<file path="src/common/pbch_params.svh">
`ifndef PBCH_PARAMS_SVH
`define PBCH_PARAMS_SVH

// cell identity N_id is 0 to 1007
`define PBCH_NID_W 10

// one DMRS sequence per candidate ibar_SSB
`define PBCH_NUM_IBAR 8

// QPSK pairs kept per sequence, enough for all three PBCH symbols
`define PBCH_DMRS_LEN 144

// Gold sequence LFSR length and the number of bits discarded before c(0)
`define PBCH_GOLD_N 31
`define PBCH_GOLD_NC 1600

// one PBCH symbol spans 240 subcarriers, every fourth one is a pilot
`define PBCH_SC_PER_SYM 240
`define PBCH_PILOTS_PER_SYM 60

// width of one I or Q component
`define PBCH_IQ_W 16

// 60 pilots at up to +-2 each give +-120
`define PBCH_CORR_W 8

`endif

</file>
<file path="src/common/pbch_pkg.sv">
`include "pbch_params.svh"

package pbch_pkg;

    // im sits in the upper half of the word, re in the lower half
    typedef struct packed {
        logic signed [`PBCH_IQ_W-1:0] im;
        logic signed [`PBCH_IQ_W-1:0] re;
    } iq_sample_t;

    // bit 1 holds c(2m), bit 0 holds c(2m+1)
    typedef logic [1:0] dmrs_pair_t;

    // pair m of every candidate sequence, index is ibar_SSB
    typedef dmrs_pair_t [`PBCH_NUM_IBAR-1:0] dmrs_vec_t;

    typedef logic signed [`PBCH_CORR_W-1:0] corr_sum_t;

    // one correlation sum per candidate
    typedef corr_sum_t [`PBCH_NUM_IBAR-1:0] corr_sums_t;

    // detected candidate and the magnitude of its correlation peak
    typedef struct packed {
        logic [2:0] ibar;
        logic [6:0] peak;
    } ibar_result_t;

endpackage

</file>
<file path="src/dmrs_gen/gold_seq_gen.sv">
`timescale 1ns/100ps

`include "pbch_params.svh"

module gold_seq_gen #(
    parameter int IBAR = 0
) (
    input  logic                   clk_i,
    input  logic                   reset_ni,
    input  logic                   load_i,
    input  logic [`PBCH_NID_W-1:0] n_id_i,
    output logic                   bit_o
);

    localparam int N = `PBCH_GOLD_N;

    logic [N-1:0] x1_q;
    logic [N-1:0] x2_q;
    logic [N-1:0] seed_hi;
    logic [N-1:0] c_init;

    // c_init = 2^11 (ibar+1)(floor(N_id/4)+1) + 2^6 (ibar+1) + N_id mod 4
    assign seed_hi = N'(IBAR + 1) * (N'(n_id_i[`PBCH_NID_W-1:2]) + N'(1));
    assign c_init  = (seed_hi << 11) + (N'(IBAR + 1) << 6) + N'(n_id_i[1:0]);

    // bit 0 of each register is x(n), so the new bit enters at the top
    always_ff @(posedge clk_i) begin
        if (!reset_ni) begin
            x1_q <= '0;
            x2_q <= '0;
        end else if (load_i) begin
            x1_q <= N'(1);
            x2_q <= c_init;
        end else begin
            // x1(n+31) = x1(n+3) + x1(n)
            x1_q <= {x1_q[3] ^ x1_q[0], x1_q[N-1:1]};
            // x2(n+31) = x2(n+3) + x2(n+2) + x2(n+1) + x2(n)
            x2_q <= {x2_q[3] ^ x2_q[2] ^ x2_q[1] ^ x2_q[0], x2_q[N-1:1]};
        end
    end

    // raw Gold output, the first 1600 bits are dropped by the table FSM
    assign bit_o = x1_q[0] ^ x2_q[0];

endmodule

</file>
<file path="src/dmrs_gen/dmrs_table.sv">
`timescale 1ns/100ps

`include "pbch_params.svh"

module dmrs_table
    import pbch_pkg::*;
(
    input  logic                                    clk_i,
    input  logic                                    reset_ni,
    input  logic [`PBCH_NID_W-1:0]                  n_id_i,
    input  logic                                    n_id_valid_i,
    output logic                                    n_id_ready_o,
    input  logic [$clog2(`PBCH_PILOTS_PER_SYM)-1:0] pilot_idx_i,
    output dmrs_vec_t                               dmrs_vec_o,
    output logic [1:0]                              pilot_offset_o,
    output logic                                    dmrs_ready_o
);

    localparam int CNT_W = $clog2(`PBCH_GOLD_NC);

    typedef enum logic [1:0] {
        TBL_IDLE,
        TBL_SKIP,
        TBL_STORE,
        TBL_DONE
    } tbl_state_e;

    tbl_state_e                  state_q;
    tbl_state_e                  state_d;
    logic [CNT_W-1:0]            bit_cnt_q;
    logic                        n_id_ready_q;
    logic [1:0]                  offset_q;
    logic                        load;
    logic [`PBCH_NUM_IBAR-1:0]   gen_bits;
    logic [`PBCH_NUM_IBAR-1:0]   even_bits_q;
    dmrs_vec_t                   store_vec;
    dmrs_vec_t                   table_q [`PBCH_DMRS_LEN];

    assign load = n_id_valid_i && n_id_ready_q;

    for (genvar i = 0; i < `PBCH_NUM_IBAR; i++) begin : gen_seq
        gold_seq_gen #(
            .IBAR (i)
        ) gold_i (
            .clk_i    (clk_i),
            .reset_ni (reset_ni),
            .load_i   (load),
            .n_id_i   (n_id_i),
            .bit_o    (gen_bits[i])
        );

        // even bit goes to bit 1 of the pair
        assign store_vec[i] = {even_bits_q[i], gen_bits[i]};
    end

    always_comb begin
        state_d = state_q;
        case (state_q)
            TBL_IDLE, TBL_DONE: begin
                if (load) state_d = TBL_SKIP;
            end
            TBL_SKIP: begin
                if (bit_cnt_q == CNT_W'(`PBCH_GOLD_NC - 1)) state_d = TBL_STORE;
            end
            TBL_STORE: begin
                if (bit_cnt_q == CNT_W'(2 * `PBCH_DMRS_LEN - 1)) state_d = TBL_DONE;
            end
            default: state_d = TBL_IDLE;
        endcase
    end

    always_ff @(posedge clk_i) begin
        if (!reset_ni) begin
            state_q      <= TBL_IDLE;
            n_id_ready_q <= 1'b0;
            bit_cnt_q    <= '0;
            offset_q     <= '0;
        end else begin
            state_q      <= state_d;
            // a new N_id may come in before the first one or after the table is complete
            n_id_ready_q <= (state_d == TBL_IDLE) || (state_d == TBL_DONE);
            if (state_d != state_q) begin
                bit_cnt_q <= '0;
            end else if ((state_q == TBL_SKIP) || (state_q == TBL_STORE)) begin
                bit_cnt_q <= bit_cnt_q + CNT_W'(1);
            end
            if (load) offset_q <= n_id_i[1:0];
        end
    end

    // pairs are written on every odd bit, once both halves are known
    always_ff @(posedge clk_i) begin
        if (state_q == TBL_STORE) begin
            if (!bit_cnt_q[0]) begin
                even_bits_q <= gen_bits;
            end else begin
                table_q[bit_cnt_q[8:1]] <= store_vec;
            end
        end
    end

    assign dmrs_vec_o     = table_q[pilot_idx_i];
    assign pilot_offset_o = offset_q;
    assign n_id_ready_o   = n_id_ready_q;
    assign dmrs_ready_o   = (state_q == TBL_DONE);

endmodule

</file>
<file path="src/hw/ibar_correlator.sv">
`timescale 1ns/100ps

`include "pbch_params.svh"

module ibar_correlator
    import pbch_pkg::*;
(
    input  logic                                    clk_i,
    input  logic                                    reset_ni,
    input  iq_sample_t                              sym_data_i,
    input  logic                                    sym_first_i,
    input  logic                                    sym_valid_i,
    output logic                                    sym_ready_o,
    input  logic                                    dmrs_ready_i,
    input  logic [1:0]                              pilot_offset_i,
    input  dmrs_vec_t                               dmrs_vec_i,
    output logic [$clog2(`PBCH_PILOTS_PER_SYM)-1:0] pilot_idx_o,
    output corr_sums_t                              sums_plain_o,
    output corr_sums_t                              sums_rot_o,
    output logic                                    sums_valid_o,
    input  logic                                    sums_ready_i
);

    localparam int SC_W  = $clog2(`PBCH_SC_PER_SYM);
    localparam int PIL_W = $clog2(`PBCH_PILOTS_PER_SYM);
    localparam corr_sum_t STEP_POS = 2;
    localparam corr_sum_t STEP_NEG = -2;

    typedef enum logic [1:0] {
        COR_IDLE,
        COR_RUN,
        COR_HOLD
    } cor_state_e;

    cor_state_e        state_q;
    logic [SC_W-1:0]   sc_cnt_q;
    logic [PIL_W-1:0]  pilot_cnt_q;
    corr_sums_t        plain_q;
    corr_sums_t        rot_q;
    corr_sums_t        step_plain;
    corr_sums_t        step_rot;
    logic [1:0]        demod_plain;
    logic [1:0]        demod_rot;
    logic              is_pilot;
    logic              last_sc;
    logic              take;

    // +1 per agreeing bit and -1 per differing bit
    function automatic corr_sum_t corr_step(input dmrs_pair_t ref_pair, input logic [1:0] demod);
        logic [1:0] agree;
        agree = ~(ref_pair ^ demod);
        case (agree)
            2'b11:   return STEP_POS;
            2'b00:   return STEP_NEG;
            default: return '0;
        endcase
    endfunction

    assign sym_ready_o = dmrs_ready_i && (state_q != COR_HOLD);

    // while idle only a sample flagged as first opens a symbol
    assign take    = sym_valid_i && sym_ready_o && ((state_q == COR_RUN) || sym_first_i);
    assign last_sc = (sc_cnt_q == SC_W'(`PBCH_SC_PER_SYM - 1));

    // sc_cnt_q is zero while idle, so the first sample is subcarrier 0
    assign is_pilot = (sc_cnt_q[1:0] == pilot_offset_i);

    // hard QPSK decision, a negative component maps to bit 1
    assign demod_plain = {sym_data_i.re[`PBCH_IQ_W-1], sym_data_i.im[`PBCH_IQ_W-1]};
    // the same decision after rotating the sample by 90 degrees
    assign demod_rot   = {~sym_data_i.im[`PBCH_IQ_W-1], sym_data_i.re[`PBCH_IQ_W-1]};

    always_comb begin
        for (int i = 0; i < `PBCH_NUM_IBAR; i++) begin
            step_plain[i] = is_pilot ? corr_step(dmrs_vec_i[i], demod_plain) : '0;
            step_rot[i]   = is_pilot ? corr_step(dmrs_vec_i[i], demod_rot) : '0;
        end
    end

    always_ff @(posedge clk_i) begin
        if (!reset_ni) begin
            state_q     <= COR_IDLE;
            sc_cnt_q    <= '0;
            pilot_cnt_q <= '0;
        end else if (take) begin
            if (last_sc) begin
                sc_cnt_q    <= '0;
                pilot_cnt_q <= '0;
                state_q     <= COR_HOLD;
            end else begin
                sc_cnt_q    <= sc_cnt_q + SC_W'(1);
                pilot_cnt_q <= pilot_cnt_q + PIL_W'(is_pilot);
                state_q     <= COR_RUN;
            end
        end else if ((state_q == COR_HOLD) && sums_ready_i) begin
            state_q <= COR_IDLE;
        end
    end

    // the opening sample of a symbol replaces the old sums
    always_ff @(posedge clk_i) begin
        if (take) begin
            for (int i = 0; i < `PBCH_NUM_IBAR; i++) begin
                plain_q[i] <= (state_q == COR_IDLE) ? step_plain[i] : plain_q[i] + step_plain[i];
                rot_q[i]   <= (state_q == COR_IDLE) ? step_rot[i] : rot_q[i] + step_rot[i];
            end
        end
    end

    assign pilot_idx_o  = pilot_cnt_q;
    assign sums_plain_o = plain_q;
    assign sums_rot_o   = rot_q;
    assign sums_valid_o = (state_q == COR_HOLD);

endmodule

</file>
<file path="src/hw/ibar_decider.sv">
`timescale 1ns/100ps

`include "pbch_params.svh"

module ibar_decider
    import pbch_pkg::*;
(
    input  logic         clk_i,
    input  logic         reset_ni,
    input  corr_sums_t   sums_plain_i,
    input  corr_sums_t   sums_rot_i,
    input  logic         sums_valid_i,
    output logic         sums_ready_o,
    output ibar_result_t result_o,
    output logic         result_valid_o,
    input  logic         result_ready_i
);

    typedef enum logic [1:0] {
        DEC_IDLE,
        DEC_SCAN,
        DEC_OUT
    } dec_state_e;

    dec_state_e state_q;
    logic [2:0] idx_q;
    logic [2:0] best_idx_q;
    logic [6:0] best_metric_q;
    logic [6:0] metric_plain;
    logic [6:0] metric_rot;
    logic [6:0] metric;

    // sums stay within +-120, so the magnitude fits in seven bits
    function automatic logic [6:0] sum_abs(input corr_sum_t value);
        corr_sum_t neg;
        neg = -value;
        return value[`PBCH_CORR_W-1] ? neg[6:0] : value[6:0];
    endfunction

    assign metric_plain = sum_abs(sums_plain_i[idx_q]);
    assign metric_rot   = sum_abs(sums_rot_i[idx_q]);
    assign metric       = (metric_rot > metric_plain) ? metric_rot : metric_plain;

    always_ff @(posedge clk_i) begin
        if (!reset_ni) begin
            state_q <= DEC_IDLE;
            idx_q   <= '0;
        end else begin
            case (state_q)
                DEC_IDLE: begin
                    idx_q <= '0;
                    if (sums_valid_i) state_q <= DEC_SCAN;
                end
                DEC_SCAN: begin
                    idx_q <= idx_q + 3'd1;
                    if (idx_q == 3'(`PBCH_NUM_IBAR - 1)) state_q <= DEC_OUT;
                end
                DEC_OUT: begin
                    if (result_ready_i) state_q <= DEC_IDLE;
                end
                default: state_q <= DEC_IDLE;
            endcase
        end
    end

    // only a strictly larger metric replaces the best, so ties keep the lower index
    always_ff @(posedge clk_i) begin
        if (state_q == DEC_IDLE) begin
            best_idx_q    <= '0;
            best_metric_q <= '0;
        end else if ((state_q == DEC_SCAN) && (metric > best_metric_q)) begin
            best_idx_q    <= idx_q;
            best_metric_q <= metric;
        end
    end

    // the correlator keeps its sums until the result has been taken
    assign sums_ready_o   = (state_q == DEC_OUT) && result_ready_i;
    assign result_valid_o = (state_q == DEC_OUT);
    assign result_o.ibar  = best_idx_q;
    assign result_o.peak  = best_metric_q;

endmodule

</file>
<file path="src/hw/pbch_dmrs_detector.sv">
`timescale 1ns/100ps

`include "pbch_params.svh"

module pbch_dmrs_detector
    import pbch_pkg::*;
(
    input  logic                   clk_i,
    input  logic                   reset_ni,
    input  logic [`PBCH_NID_W-1:0] n_id_i,
    input  logic                   n_id_valid_i,
    output logic                   n_id_ready_o,
    input  iq_sample_t             sym_data_i,
    input  logic                   sym_first_i,
    input  logic                   sym_valid_i,
    output logic                   sym_ready_o,
    output logic                   dmrs_ready_o,
    output ibar_result_t           result_o,
    output logic                   result_valid_o,
    input  logic                   result_ready_i
);

    logic [$clog2(`PBCH_PILOTS_PER_SYM)-1:0] pilot_idx;
    dmrs_vec_t                               dmrs_vec;
    logic [1:0]                              pilot_offset;
    corr_sums_t                              sums_plain;
    corr_sums_t                              sums_rot;
    logic                                    sums_valid;
    logic                                    sums_ready;

    dmrs_table table_i (
        .clk_i          (clk_i),
        .reset_ni       (reset_ni),
        .n_id_i         (n_id_i),
        .n_id_valid_i   (n_id_valid_i),
        .n_id_ready_o   (n_id_ready_o),
        .pilot_idx_i    (pilot_idx),
        .dmrs_vec_o     (dmrs_vec),
        .pilot_offset_o (pilot_offset),
        .dmrs_ready_o   (dmrs_ready_o)
    );

    ibar_correlator correlator_i (
        .clk_i          (clk_i),
        .reset_ni       (reset_ni),
        .sym_data_i     (sym_data_i),
        .sym_first_i    (sym_first_i),
        .sym_valid_i    (sym_valid_i),
        .sym_ready_o    (sym_ready_o),
        .dmrs_ready_i   (dmrs_ready_o),
        .pilot_offset_i (pilot_offset),
        .dmrs_vec_i     (dmrs_vec),
        .pilot_idx_o    (pilot_idx),
        .sums_plain_o   (sums_plain),
        .sums_rot_o     (sums_rot),
        .sums_valid_o   (sums_valid),
        .sums_ready_i   (sums_ready)
    );

    ibar_decider decider_i (
        .clk_i          (clk_i),
        .reset_ni       (reset_ni),
        .sums_plain_i   (sums_plain),
        .sums_rot_i     (sums_rot),
        .sums_valid_i   (sums_valid),
        .sums_ready_o   (sums_ready),
        .result_o       (result_o),
        .result_valid_o (result_valid_o),
        .result_ready_i (result_ready_i)
    );

endmodule

</file>
<file path="config.mk">
export PLATFORM = sky130hd
export DESIGN_NAME = pbch_dmrs_detector
export DESIGN_NICKNAME = d
export VERILOG_FILES = /design/src/common/pbch_pkg.sv /design/src/dmrs_gen/gold_seq_gen.sv /design/src/dmrs_gen/dmrs_table.sv /design/src/hw/ibar_correlator.sv /design/src/hw/ibar_decider.sv /design/src/hw/pbch_dmrs_detector.sv
export VERILOG_INCLUDE_DIRS = /design/src /design/src/common
export SDC_FILE = /design/constraint.sdc
export NUM_CORES = 2
export LEC_CHECK = 0
export ABC_AREA = 1
export BUFFER_PORTS_ARGS = -buffer_cell sky130_fd_sc_hd__buf_2
export CAP_MARGIN = 30
export CORE_ASPECT_RATIO = 2
export CORE_MARGIN = 2
export CORE_UTILIZATION = 45
export CTS_BUF_LIST = sky130_fd_sc_hd__clkbuf_4
export DETAILED_ROUTE_END_ITERATION = 10
export GPL_ROUTABILITY_DRIVEN = 1
export PLACE_DENSITY = 0.65
export SETUP_SLACK_MARGIN = 0.05
export SLEW_MARGIN = 5
export SYNTH_ARGS = -nofsm -noshare
export SYNTH_HDL_FRONTEND = slang
export SYNTH_SLANG_ARGS = --single-unit
</file>
<file path="constraint.sdc">
create_clock -name clk_i -period 8.4 [get_ports clk_i]
set_clock_uncertainty 0.2 [all_clocks]
set_input_delay 2.52 -clock clk_i [delete_from_list [all_inputs] [get_ports clk_i]]
set_output_delay 2.52 -clock clk_i [all_outputs]
set_load 0.05 [all_outputs]
</file>
==> impl_metrics.py <==
metrics = {
    "sta": {
        "rsz0062_at_grt": "no",
        "worst_slew_pin_slew_ns": 0.994,
        "min_period_over_period_pct": 72.7,
        "finalSetupTns_ns": 0,
        "setup_viol": 0,
        "max-slew-margin-rel_pct": 33.7,
        "hold_ws_ns": 0.168,
        "fmax_mhz": 164,
        "drv_slew": 0,
        "final-hold-violation-count": 0,
        "period_needed_ns": 6.10,
    },
    "layout": {
        "final_layout_size_suffix_gt1_share_pct": 11.6,
        "postLayoutCoreUtil_pct": 50.0,
        "final_nets": 7253,
        "n_fill_cell": 14065,
        "area_growth_pct": 10.8,
        "final_cell_area_mm2": 0.0770,
        "final_cell_mix": "nand2_1, nor2_1, edfxtp_1",
        "final_common_cell": "nand2_1",
    },
    "routing": {
        "vias": 47964,
        "via_per_inst": 5.12,
        "finalWirelength_mm": 168,
        "antenna_left": 0,
        "wl_per_cell_um": 17.9,
        "firstDrtPassIters": 6,
        "drc": 0,
        "drt_iter0_markers": 4067,
    },
    "clocking": {
        "clk_latency_ns": 1.33,
        "cts_tree": "yes",
        "clock-sinks": 1692,
        "cts_resized": 0,
        "cts_buffer_depth": 4,
        "cts_setup_buffers": 0,
        "root_buffer": "clkbuf_4",
        "h-tree-depth": 5,
        "clk_pin_slew_ns": 0.08,
        "cts_buffers": 398,
        "cts-hold-fix-buffers": 0,
    },
    "power_and_ir_drop": {
        "peakVddDrop_v": 0.000180,
        "leakagePower_nw": 29.9,
        "power_mw": 17.3,
        "power_density_mw_per_mm2": 225,
    },
    "run": {
        "drv_cap": 0,
    },
    "global_route": {
        "grt_usage_pct": 21.2,
        "globalRoute.totalOverflow": 0,
        "antenna_found_initial": 3,
        "grt_max_degree": 158,
        "grt_pass1_wl_mm": 258,
        "grt_pass1_vias": 46052,
    },
    "setup_path": {
        "arrival_ns": 6.86,
        "cp.required_ns": 9.15,
        "path_max_fanout": 157,
        "cp-start-kind": "flop",
        "path_class": "flop to flop",
        "cp-end-kind": "flop",
    },
    "synthesis": {
        "ys.flop_type": "edfxtp_1",
        "async_flop_share_pct": 0,
        "synth_edf_count": 1144,
        "yosysSeqAreaShare_pct": 65.2,
        "ys_types": 43,
        "syn_avg_cell_area_um2": 10.2,
        "syn_inst": 6784,
        "synth_nets": 7028,
        "synth_top_area_share_pct": 49.4,
        "synth.cell_area_mm2": 0.0695,
        "synth-seq-cells": 1692,
        "synth_warnings": 0,
        "yosysTopAreaCell": "edfxtp_1",
        "synthTopCellsByArea": "edfxtp_1, dfxtp_1, nand2_1, nor2_1, o21ai_0",
    },
    "worst_hold_path": {
        "min_path_type": "flop to flop",
    },
    "floorplanning": {
        "core_mm2": 0.154,
        "die-area_mm2": 0.158,
        "fp-row-count": 204,
        "initial_utilization_pct": 45.2,
        "fp.dieH_um": 560,
        "io_pins": 62,
        "die_width_um": 282,
    },
    "outcome": {
        "status": "completed",
    },
    "placement": {
        "placed_cell_area_mm2": 0.0719,
        "gp_congestion": 0.907,
        "dp_hpwl_mm": 96.0,
        "port_buffers": 30,
    },
}
[cell usage after synthesis (12+ instances only)]
library cell	instances
o21ai_0	614
or2_2	27
xnor2_1	22
a31oi_1	17
inv_1	654
nand2_1	1271
nand4_1	14
buf_2	76
o21ai_1	12
o21bai_1	17
nor2_1	1205
a21oi_1	83
ha_1	170
clkbuf_1	187
buf_6	27
dfxtp_1	548
buf_1	27
o31ai_1	32
nand3_1	215
edfxtp_1	1144
xor2_1	67
fa_1	26
o22ai_1	258
[stage by stage]
step / setup WS [ns] / instances
floorplan: 1.18 / 6784
global placement: 2.32 / 8661
detailed placement: 2.30 / 8666
CTS: 2.42 / 9360
global route: 1.97 / 9369
finish: 2.30 / 9369
[logic make-up after synthesis]
kind of cell               after synthesis  synth area share [%]
and+or+nand+nor                       2757                  15.6
DFF                                   1692                  65.2
AOI/OAI and AO/OA                     1053                  8.34
buffers and inverters                  996                  5.95
adders and majority gates              196                  3.81
xor gates and xnor gates                89                  1.12
other                                    1               0.00540
[where the power goes]
part           switching (mW)  internal, mW  leakage (nW)
sequential             0.0780          9.25          14.8
clock                    3.14          3.40          3.02
combinational            1.09         0.379          12.0
total                    4.31          13.0          29.9
[worst paths after layout]
| path | from | endpoint | slack [ns] | depth (start not counted) |
|---|---|---|---|---|
| min | table_i.gen_seq[2].gold_i.x1_q[16]$_SDFF_PP0_ | table_i.gen_seq[2].gold_i.x1_q[15]$_SDFF_PP0_ | 0.17 | 2 |
| max | flop | correlator_i.sums_plain_o[15]$_DFFE_PP_ | 2.30 | 26 |
| min reg2reg | table_i.gen_seq[2].gold_i.x1_q[16]$_SDFF_PP0_ | table_i.gen_seq[2].gold_i.x1_q[15]$_SDFF_PP0_ | 0.17 | 2 |
| max reg2reg | flop | correlator_i.sums_plain_o[15]$_DFFE_PP_ | 2.30 | 26 |
[worst max-delay path, cell delays in order, from the launching register on]
cell and delay (ns):
dfxtp_4 0.90, inv_12 0.32, buf_4 0.44, o21ai_0 0.18
o22ai_1 0.09, nand2_1 0.06, nand2_1 0.05, nand2_1 0.05
nand3_1 0.27, nand3_1 0.50, nand2_1 0.14, nand2_1 0.08
nand2_1 0.06, ha_1 0.27, nor2_1 0.28, ha_1 0.26
inv_1 0.07, fa_1 0.42, nor2_1 0.17, nor2_1 0.06
o21bai_1 0.16, nand2_1 0.09, nand2_1 0.07, a21oi_1 0.07
xor2_1 0.14, nand2_1 0.06, nand2_1 0.05
[flip-flops by register name, indices dropped and copies added, names as in the netlist, 3 cells and up, named ones only]
| name | cells |
|---|---|
| correlator_i.pilot_idx_o | 6 |
| correlator_i.sc_cnt_q | 8 |
| correlator_i.sums_plain_o | 56 |
| correlator_i.sums_rot_o | 56 |
| decider_i.best_idx_q | 3 |
| decider_i.best_metric_q | 6 |
| decider_i.idx_q | 3 |
| table_i.bit_cnt_q | 11 |
| table_i.even_bits_q | 8 |
| table_i.gen_seq.gold_i.x1_q | 248 |
| table_i.gen_seq.gold_i.x2_q | 248 |
| table_i.table_q | 1024 |
[area by class of cell]
class | count | area, um2 | area share [%]
clock inverters | 102 | 572 | 0.742
inverters | 663 | 2520 | 3.27
clock buffers | 592 | 4440 | 5.77
flip-flops and latches | 1692 | 45300 | 58.9
well taps | 2060 | 2580 | 3.35
repair buffers | 158 | 1330 | 1.73
diodes | 6 | 15.0 | 0.0195
multi-input cells | 4096 | 20200 | 26.3
[per-layer routing]
metal  wire length, um  track usage [%]
met5                 0                0
met4              7240             10.1
met3             11300             3.95
met2             80300             34.9
met1             69000             26.8
No activity file was read; power rests on OpenSTA's default activity.
